==> src/psg_defines.svh <==
`ifndef PSG_DEFINES_SVH
`define PSG_DEFINES_SVH

// ========================================
// wave-table fetch sizing
// ========================================

// number of wave-table channels
// the arbiter has exactly eight request ports, so this stays at 8
`define PSG_NUM_CH 8

// system bus address width
`define PSG_ADDR_W 24

// sample word width, same as the bus read data
`define PSG_SAMPLE_W 16

`endif
==> src/psgPkg.sv <==
`include "psg_defines.svh"

package psgPkg;

	// ========================================
	// channel configuration
	// ========================================

	// wave index width, sets the longest table
	localparam int LEN_W = 12;

	// static setup of one channel
	// len holds the table length minus one
	typedef struct packed {
		logic [`PSG_ADDR_W-1:0] base;
		logic [LEN_W-1:0]       len;
	} psgChanCfg_t;

	// ========================================
	// bus side
	// ========================================

	// one channel's pending read
	typedef struct packed {
		logic                   req;
		logic [`PSG_ADDR_W-1:0] adr;
	} psgBusReq_t;

	// index of the channel that owns the bus
	typedef logic [2:0] psgChanId_t;

endpackage

==> src/psgWaveSys.sv <==
`include "psg_defines.svh"

module psgWaveSys (
	input  logic                     clk,
	input  logic                     rst,
	// arbiter clock enable
	input  logic                     ce,
	// per-channel table setup
	input  psgPkg::psgChanCfg_t      cfg [`PSG_NUM_CH],
	// per-channel sample rate pulses
	input  logic [`PSG_NUM_CH-1:0]   tick,
	// system bus
	input  logic [`PSG_SAMPLE_W-1:0] busDat,
	input  logic                     busAck,
	output logic                     busCyc,
	output logic [`PSG_ADDR_W-1:0]   busAdr,
	// fetched samples
	output logic [`PSG_SAMPLE_W-1:0] samples [`PSG_NUM_CH],
	output logic [`PSG_NUM_CH-1:0]   sampleValid,
	// current bus owner
	output logic [`PSG_NUM_CH-1:0]   sel,
	output psgPkg::psgChanId_t       seln
);
	import psgPkg::*;

	psgBusReq_t             busReqs [`PSG_NUM_CH];
	logic [`PSG_NUM_CH-1:0] reqVec;
	logic                   arbAck;

	// ========================================
	// wave channels
	// ========================================

	for (genvar i = 0; i < `PSG_NUM_CH; i++) begin : gChan
		psgWaveChannel chanInst (
			.clk         (clk),
			.rst         (rst),
			.cfg         (cfg[i]),
			.tick        (tick[i]),
			.sel         (sel[i]),
			.busAck      (busAck),
			.busDat      (busDat),
			.busReq      (busReqs[i]),
			.sample      (samples[i]),
			.sampleValid (sampleValid[i])
		);

		// request levels for the arbiter
		assign reqVec[i] = busReqs[i].req;
	end

	// ========================================
	// bus routing and arbitration
	// ========================================

	psgBusMux muxInst (
		.reqs   (busReqs),
		.sel    (sel),
		.seln   (seln),
		.busAck (busAck),
		.busCyc (busCyc),
		.busAdr (busAdr),
		.arbAck (arbAck)
	);

	psgBusArb arbInst (
		.clk  (clk),
		.rst  (rst),
		.ce   (ce),
		.ack  (arbAck),
		.req  (reqVec),
		.sel  (sel),
		.seln (seln)
	);

endmodule

==> src/psgBusMux.sv <==
`include "psg_defines.svh"

module psgBusMux (
	// requests of all channels
	input  psgPkg::psgBusReq_t     reqs [`PSG_NUM_CH],
	// grant from the arbiter
	input  logic [`PSG_NUM_CH-1:0] sel,
	input  psgPkg::psgChanId_t     seln,
	input  logic                   busAck,
	// system bus read cycle
	output logic                   busCyc,
	output logic [`PSG_ADDR_W-1:0] busAdr,
	// update event for the arbiter
	output logic                   arbAck
);
	import psgPkg::*;

	psgBusReq_t owner;
	logic       ownerActive;

	// ========================================
	// owner routing
	// ========================================

	assign owner = reqs[seln];

	// the grant bit also has to be set, seln alone is zero after reset
	assign ownerActive = owner.req & sel[seln];

	assign busCyc = ownerActive;
	assign busAdr = owner.adr;

	// ========================================
	// arbiter update
	// ========================================

	// re-arbitrate on a finished transfer, or whenever the owner
	// has nothing to fetch (idle bus, or just out of reset)
	assign arbAck = busAck | ~ownerActive;

endmodule

==> src/psgWaveChannel.sv <==
`include "psg_defines.svh"

module psgWaveChannel (
	input  logic                     clk,
	input  logic                     rst,
	// table base and length
	input  psgPkg::psgChanCfg_t      cfg,
	// sample rate pulse
	input  logic                     tick,
	// grant bit from the arbiter
	input  logic                     sel,
	input  logic                     busAck,
	input  logic [`PSG_SAMPLE_W-1:0] busDat,
	// read request toward the bus mux
	output psgPkg::psgBusReq_t       busReq,
	// last fetched sample word
	output logic [`PSG_SAMPLE_W-1:0] sample,
	// one-cycle pulse when sample is fresh
	output logic                     sampleValid
);
	import psgPkg::*;

	logic             pending;
	logic [LEN_W-1:0] idx;
	logic [LEN_W-1:0] idxNext;
	logic             done;

	// ========================================
	// read completion and index step
	// ========================================

	// our read is accepted when we own the bus and memory answers
	assign done = sel & pending & busAck;

	// wrap back to the table start after the last entry
	assign idxNext = (idx == cfg.len) ? '0 : idx + LEN_W'(1);

	// ========================================
	// request and index state
	// ========================================

	always_ff @(posedge clk) begin
		if (rst) begin
			pending     <= 1'b0;
			idx         <= '0;
			sampleValid <= 1'b0;
		end else begin
			sampleValid <= done;
			if (done) begin
				pending <= 1'b0;
				idx     <= idxNext;
			end else if (tick) begin
				// a tick while still waiting is simply lost
				pending <= 1'b1;
			end
		end
	end

	// fetched word, loaded on the accepting ack
	always_ff @(posedge clk) begin
		if (done) begin
			sample <= busDat;
		end
	end

	// ========================================
	// request toward the bus
	// ========================================

	// address only moves when idx moves, so it is stable while pending
	always_comb begin
		busReq.req = pending;
		busReq.adr = cfg.base + `PSG_ADDR_W'(idx);
	end

endmodule

==> src/psgBusArb.sv <==
`include "psg_defines.svh"

module psgBusArb (
	input  logic                   clk,
	input  logic                   rst,
	// clock enable, may run slower than clk
	input  logic                   ce,
	// transfer complete from the bus side
	input  logic                   ack,
	// one request level per channel
	input  logic [`PSG_NUM_CH-1:0] req,
	// one-hot grant, all zero until the first update
	output logic [`PSG_NUM_CH-1:0] sel,
	// index of the current owner
	output psgPkg::psgChanId_t     seln
);
	import psgPkg::*;

	psgChanId_t             winN;
	logic [`PSG_NUM_CH-1:0] winSel;
	logic                   anyReq;
	logic                   update;

	// ========================================
	// priority pick
	// ========================================

	// walk down from the top so the lowest requester is the last hit
	always_comb begin
		winN = '0;
		for (int i = `PSG_NUM_CH - 1; i >= 0; i--) begin
			if (req[i]) begin
				winN = psgChanId_t'(i);
			end
		end
		winSel = '0;
		winSel[winN] = 1'b1;
	end

	assign anyReq = |req;

	// owner moves only on an enabled transfer-complete
	// with nobody asking, the last owner stays
	assign update = ce & ack & anyReq;

	// ========================================
	// grant register
	// ========================================

	always_ff @(posedge clk) begin
		if (rst) begin
			sel  <= '0;
			seln <= '0;
		end else if (update) begin
			sel  <= winSel;
			seln <= winN;
		end
	end

endmodule

==> config.mk <==
export PLATFORM = sky130hd
export DESIGN_NAME = psgWaveSys
export DESIGN_NICKNAME = d
export VERILOG_FILES = /design/src/psgPkg.sv /design/src/psgWaveSys.sv /design/src/psgBusMux.sv /design/src/psgWaveChannel.sv /design/src/psgBusArb.sv
export VERILOG_INCLUDE_DIRS = /design/src
export SDC_FILE = /design/constraint.sdc
export NUM_CORES = 1
export LEC_CHECK = 0
export BUFFER_PORTS_ARGS = -buffer_cell sky130_fd_sc_hd__buf_4
export CAP_MARGIN = 20
export CORE_AREA = 2 2 215 217
export DETAILED_ROUTE_END_ITERATION = 16
export DIE_AREA = 0 0 217 219
export PLACE_DENSITY_LB_ADDON = 0.05
export SKIP_CTS_REPAIR_TIMING = 1
export SLEW_MARGIN = 20
export SYNTH_ARGS = -nofsm -noshare
export SYNTH_HDL_FRONTEND = slang
export SYNTH_SLANG_ARGS = --single-unit
==> constraint.sdc <==
create_clock -name clk -period 4.7 [get_ports clk]
set_input_delay 0.94 -clock clk [delete_from_list [all_inputs] [get_ports clk]]
set_output_delay 0.94 -clock clk [all_outputs]
set_load 0.005 [all_outputs]
==> results of run 1 <==
-- Yosys cell counts, types with 30 or more instances --
cell      count  area share [%]
dfxtp_1     123              14
nand3_1      99             2.8
nor2_1      195             4.2
nand4_1      30             1.1
xor2_1      226              11
clkbuf_1     33            0.71
inv_1        39            0.84
a21o_1       30             1.3
xnor2_1      97             4.9
nor4_1       32             1.1
nor3_1       32            0.92
ha_1        104             7.5
nand2_1     142             3.1
o21ai_0      63             1.8
a21oi_1     128             3.7
edfxtp_1    128              22
-- path summary, 6_finish.rpt --
check,startpoint,slack [ps],end
max,cfg[84],100,busAdr[10]
min,gChan[4].chanInst.idx[11]$_SDFFE_PP0P_,540,gChan[4].chanInst.idx[11]$_SDFFE_PP0P_
max reg2reg,arbInst.seln[1]$_SDFFE_PP0P_,1870,arbInst.seln[1]$_SDFFE_PP0P_
min reg2reg,gChan[4].chanInst.idx[11]$_SDFFE_PP0P_,540,gChan[4].chanInst.idx[11]$_SDFFE_PP0P_
-- power by group --
group          switching (mW)  total (mW)  leakage, nW  internal (mW)
registers              0.0291        2.34         2.15           2.31
logic                   0.475       0.919         7.18          0.443
clock network           0.907        2.27        0.462           1.36
total                    1.41        5.53         9.79           4.12
-- metrics by stage --
stage	setup TNS, ps	instances	power [mW]	utilization (%)
6_report	0	3005	5.53	51.0
5_1_grt	-31.9	3004	5.74	51.0
4_1_cts	-49.4	2997	5.57	50.7
3_5_place_dp	0	2946	3.30	48.6
3_3_place_gp	-48.8	2946	3.30	48.6
2_1_floorplan	0	1871	2.76	-
-- worst max-delay path: cells and delay by family --
family / cells / cell delay [ps]
buf+inv: 3 / 400
compound gates: 3 / 640
fa+ha+maj: 2 / 610
simple gates: 2 / 410
mux: 1 / 500
xor+xnor: 1 / 150
-- registers in the layout (all words and copies together), names as in the netlist --
name	count
gChan.chanInst.sample	128
gChan.chanInst.idx	96
arbInst.sel	8
gChan.chanInst.pending	8
gChan.chanInst.sampleValid	8
arbInst.seln	3
-- routing by layer --
| metal | share of wire (%) | track usage [%] | wire length, um |
|---|---|---|---|
| met1 | 43 | 34.2 | 28400 |
| met2 | 48 | 46.2 | 31700 |
| met3 | 6.2 | 4.19 | 4070 |
| met4 | 2.2 | 6.85 | 1430 |
| met5 | 0.017 | 0 | 11 |
-- final cells by class --
type	instances	area [um2]
diodes	8	20.0
clock buffers	35	758
clock inverters	16	195
fillers	4343	22100
inverters	41	154
multi-input cells	1521	10800
flip-flops and latches	251	6310
well taps	600	751
repair buffers	533	4010
-- cell families after synthesis --
kind of cell / after synthesis / share of synthesized area, %
flops: 251 / 36.2
compound gates: 404 / 15.5
mux: 37 / 3.37
buf+inv: 99 / 2.52
fa+ha+maj: 112 / 8.38
simple gates: 645 / 17.8
xor+xnor: 323 / 16.2
==> reports/results.tsv, run 1 <==
stage	metric	value	unit
place	place_area	21900	um2
sta	rsz0062_at_grt	true	
min_path	hp-class	reg2reg	
sta	min_period_over_period	97.9	%
sta	fmax	0.217	GHz
sta	fin_ws	98.4	ps
clock_network	clockBufferDepth	3	
yosys	synthCells	1871	
sta	drv_slew	0	
place	place_ws	26.5	ps
routing	route.detailed.drc	0	
clock_network	insertion_delay	560	ps
floorplan	num_io_pins	488	
clock_network	cts-buffers-inserted	28	
global_route	grt_pass1_wl	96300	um
clock_network	cts.sinks	251	
finish	synthToLayoutAreaGrowth	31.8	%
yosys	ys_ff_latch	251	
setup_path	reg2reg_depth	7	
power	peakVddDrop	0.000254	V
power	p_leak	9.79	nW
routing	vias_per_cell	5.42	
setup_path	cpMaxStageDelayCell	mux4_2	
routing	drtPass1Iterations	5	
sta	hold_viol_final	0	
routing	wl_per_cell	21.8	um
setup_path	endpoint_kind	primary output	
setup_path	cp_common_cell	buf_4	
finish	fin_area	23000	um2
yosys	synth_edf_count	128	
global_route	antenna_found_initial	9	
yosys	synthArstFlopShare	0	%
place	hpwlAfterDp	54100	um
floorplan	die_y	219	um
yosys	synth_flop_cell	edfxtp_1	
place	port_buffers	487	
sta	worstMarginPinSlew	924	ps
status	status	finished clean	
sta	hold_slack	541	ps
clock_network	cts_root_buf	clkbuf_16	
routing	drtIter0Drc	959	
clock_network	htreeDepth	1	
setup_path	required	3760	ps
floorplan	die-area	47500	um2
setup_path	crit_path_max_incr_delay	500	ps
setup_path	crit_type	in2out	
routing	route.antenna.remaining_nets	0	
finish	final_common_cell	buf_4	
global_route	gr-total-overflow	0	
clock_network	clkTransAtPathRegs	60	ps
setup_path	crit_path_start_kind	input pin	
sta	post-route-min-period	4600	ps
global_route	grt_pass1_vias	15868	
power	p_per_area	241	nW/um2
floorplan	rows	78	
yosys	avgSynthCellArea	9.32	um2
setup_path	cp.arrival	3660	ps
place	gp_congestion	0.930	
yosys	synth.distinct_cells	84	
finish	drive_above_1_share	26.6	%
yosys	synth_area	17400	um2
min_path	holdPathStages	2	
finish	final_nets	2804	
sta	clock_skew	11.7	ps
finish	layout_common_cells	buf_4 (532), xor2_1 (226), nor2_1 (195)	
setup_path	worstPathMaxFanout	3	
global_route	grt_start_max_net_pins	50	
sta	relSlewSlack	38.2	%
floorplan	chipWidth	217	um
floorplan	initial_core_util	38.7	%
flow_run	drv_cap	0	
routing	routed_wirelength	65600	um
clock_network	cts_tree	yes	
yosys	yosysWarnings	0	
sta	setup_viol	0	
floorplan	core_area	45100	um2
setup_path	path_cells	buf_4 -> ha_1 -> fa_1 -> a21o_1 -> a31oi_4 -> nor3_1 -> or3_1 -> xnor2_1 -> mux4_2 -> o21ai_0 -> buf_4 -> buf_4	
yosys	syn-num-nets	2299	
global_route	grtUsageTotal	26.5	%
yosys	seq_area_frac_synth	36.2	%
routing	vias	16302	
No activity file was read; power rests on OpenSTA's default activity.
==> inputs of run 2 (changes only) <==
--- a/config.mk
+++ b/config.mk
@@ -11,7 +11,9 @@
 export CORE_AREA = 2 2 215 217
 export DETAILED_ROUTE_END_ITERATION = 16
 export DIE_AREA = 0 0 217 219
+export MAX_ROUTING_LAYER = met4
 export PLACE_DENSITY_LB_ADDON = 0.05
+export REMOVE_ABC_BUFFERS = 1
 export SKIP_CTS_REPAIR_TIMING = 1
 export SLEW_MARGIN = 20
 export SYNTH_ARGS = -nofsm -noshare
==> run 2 against run 1 <==
Net effect: non-clock buffer count grew 23; via count is 1.1% higher; first-iteration DRC count up 22%; sequential power about the same; sequential cell count stayed put; final cell count increased by 0.77%; critical path depth is the same; die area unchanged; count of clock-buffer cells in the layout unchanged; core utilization rose by 0.49 points; largest cell class unchanged; highest routed layer is now met4.
==> reports/results.tsv, run 2 (synthesized netlist as in run 1, its figures left out) <==
stage	metric	value	unit	change
routing	drtIter0Drc	1169		+22%
floorplan	core_area	45100	um2	unchanged
setup_path	worstPathMaxFanout	5		+2
routing	wl_met1	29900	um	+5.2%
place	place_area	22100	um2	+0.79%
setup_path	cp.arrival	3650	ps	about the same
sta	clock_skew	23.3	ps	+11.6 ps
clock_network	insertion_delay	570	ps	about the same
floorplan	num_io_pins	488		unchanged
setup_path	crit_path_max_incr_delay	380	ps	-120 ps
finish	top_regs	gChan.chanInst.sample (128), gChan.chanInst.idx (96)		
routing	vias	16477		+1.1%
power	switching_power	1.48	mW	+5.1%
power	pwr-share-comb	16.6	%	about the same
sta	drv_slew	0		unchanged
clock_network	cts-buffers-inserted	29		+3.6%
floorplan	die-area	47500	um2	unchanged
routing	routed_wirelength	67500	um	+3.0%
finish	layout_common_cells	buf_4 (555), xor2_1 (226), nor2_1 (195)		
power	peakVddDrop	0.000259	V	+2.0%
flow_run	drv_cap	0		unchanged
setup_path	crit_buf_inv	3		unchanged
clock_network	clkTransAtPathRegs	60	ps	about the same
sta	hold_viol_final	0		unchanged
power	p_per_area	246	nW/um2	+2.1%
sta	setup_viol	0		unchanged
floorplan	initial_core_util	38.7	%	unchanged
floorplan	rows	78		unchanged
global_route	grt_pass1_wl	98200	um	+1.9%
power	p_leak	9.93	nW	+1.3%
routing	wl_per_cell	22.3	um	+2.2%
setup_path	required	3760	ps	about the same
finish	final_common_cell	buf_4		
floorplan	chipWidth	217	um	unchanged
finish	fill_cells	4359		+0.37%
setup_path	worst-path-stages	12		unchanged
clock_network	htreeDepth	1		unchanged
setup_path	cpMaxStageDelayCell	a2111oi_0		
setup_path	crit_type	in2out		
setup_path	crit_family	compound AO/OA/AOI/OAI gates		
place	port_buffers	487		unchanged
power	clockPowerShare	42.4	%	+1.4 points
sta	worstMarginPinSlew	886	ps	-38.5 ps
sta	fmax	0.218	GHz	+0.18%
clock_network	cts_tree	yes		
routing	met2_length	32200	um	+1.6%
finish	drive_above_1_share	27.4	%	+0.79 points
min_path	holdPathStages	2		unchanged
status	status	finished clean		
power	switching_share	26.0	%	+0.49 points
routing	route.antenna.remaining_nets	0		unchanged
place	post-place-cells	2969		+0.78%
finish	final_cells	3028		+0.77%
power	cellInternalPower	4.22	mW	+2.4%
global_route	gr-total-overflow	0		unchanged
global_route	antenna_found_initial	5		-4
finish	regMostFlops	gChan.chanInst.sample		
setup_path	crit_path_start_kind	input pin		
setup_path	reg2reg_depth	9		+2
routing	vias_per_cell	5.44		+0.31%
floorplan	die_y	219	um	unchanged
clock_network	cts.sinks	251		unchanged
place	place_ws	34.2	ps	+7.76 ps
sta	relSlewSlack	40.8	%	+2.6 points
routing	top_layer	met4		
sta	post-route-min-period	4590	ps	-8.21 ps
sta	min_period_over_period	97.7	%	-0.17 points
finish	fin_area	23200	um2	+0.95%
routing	dr_wl_met3	4280	um	+5.2%
min_path	hp-class	reg2reg		
power	pwr-share-seq	41.0	%	-1.4 points
routing	drtPass1Iterations	5		unchanged
setup_path	cp_common_cell	buf_4		
clock_network	cts_root_buf	clkbuf_16		
finish	synthToLayoutAreaGrowth	33.0	%	
routing	route.detailed.drc	0		unchanged
sta	fin_ws	107	ps	+8.21 ps
global_route	grt_pass1_vias	15486		-2.4%
clock_network	clockBufferDepth	3		unchanged
finish	multi_input_area	10700	um2	-0.24%
finish	ff_latch_area	6310	um2	about the same
global_route	grtUsageTotal	28.1	%	+1.6 points
global_route	grt_start_max_net_pins	50		unchanged
place	hpwlAfterDp	55600	um	+2.9%
finish	final_nets	2828		+0.86%
setup_path	endpoint_kind	primary output		
sta	tns	0	ps	unchanged
place	gp_congestion	0.965		+3.8%
setup_path	path_cells	buf_4 -> ha_1 -> a2111oi_0 -> o21ai_1 -> a311oi_1 -> buf_4 -> nor2_1 -> nand2_1 -> xor2_1 -> a211oi_1 -> a211o_1 -> buf_4		
finish	largest_reg_flops	128		unchanged
-- run 2: cell count changes in the layout (fill, tap and decap cells not counted), sizes merged --
cell    before  now
inv         43   46
diode        8    5
clkinv       7    6
buf        533  556
bufinv       4    5
-- run 2: worst paths after layout --
path	to	slack (ps)	from
worst max-delay path	busAdr[13]	110	cfg[18]
worst min-delay path	gChan[6].chanInst.idx[1]$_SDFFE_PP0P_	550	gChan[6].chanInst.idx[1]$_SDFFE_PP0P_
worst min register to register	gChan[6].chanInst.idx[1]$_SDFFE_PP0P_	550	gChan[6].chanInst.idx[1]$_SDFFE_PP0P_
worst max register to register	arbInst.seln[1]$_SDFFE_PP0P_	1670	arbInst.seln[0]$_SDFFE_PP0P_
-- run 2: routing by layer --
metal	up-vias	track usage (%)
met5	-	-
met4	0	5.75
met3	70	3.55
met2	604	46.4
met1	7866	37.2
li1	7937	-
-- run 2: power by group through the flow --
stage          combinational [mW]  sequential, mW  clock, mW
3_5_place_dp                0.940            2.38          0
2_1_floorplan               0.350            2.39          0
4_1_cts                     0.945            2.34       2.45
6_report                    0.947            2.34       2.42
5_1_grt                      1.01            2.34       2.56
3_3_place_gp                0.941            2.38          0
-- run 2: layout make-up --
cell class	count	share of cell area [%]
inverters	41	0.663
well taps	600	3.24
repair buffers	556	18.0
clock inverters	19	1.14
clock buffers	35	3.31
flip-flops and latches	251	27.2
diodes	5	0.0539
multi-input cells	1521	46.3
-- run 2: worst min-delay path, stage by stage, from the launching register on --
cell and delay [ps]:
dfxtp_2 380, nand2_1 70, a21oi_1 50
-- run 2: metrics by stage --
stage                     hold slack [ps]  utilization, %  power (mW)
after floorplan                       486               -        2.74
after global placement                533            49.0        3.32
after detailed placement              538            49.0        3.32
after CTS                             550            51.3        5.73
after global routing                  566            51.4        5.91
final                                 548            51.4        5.70
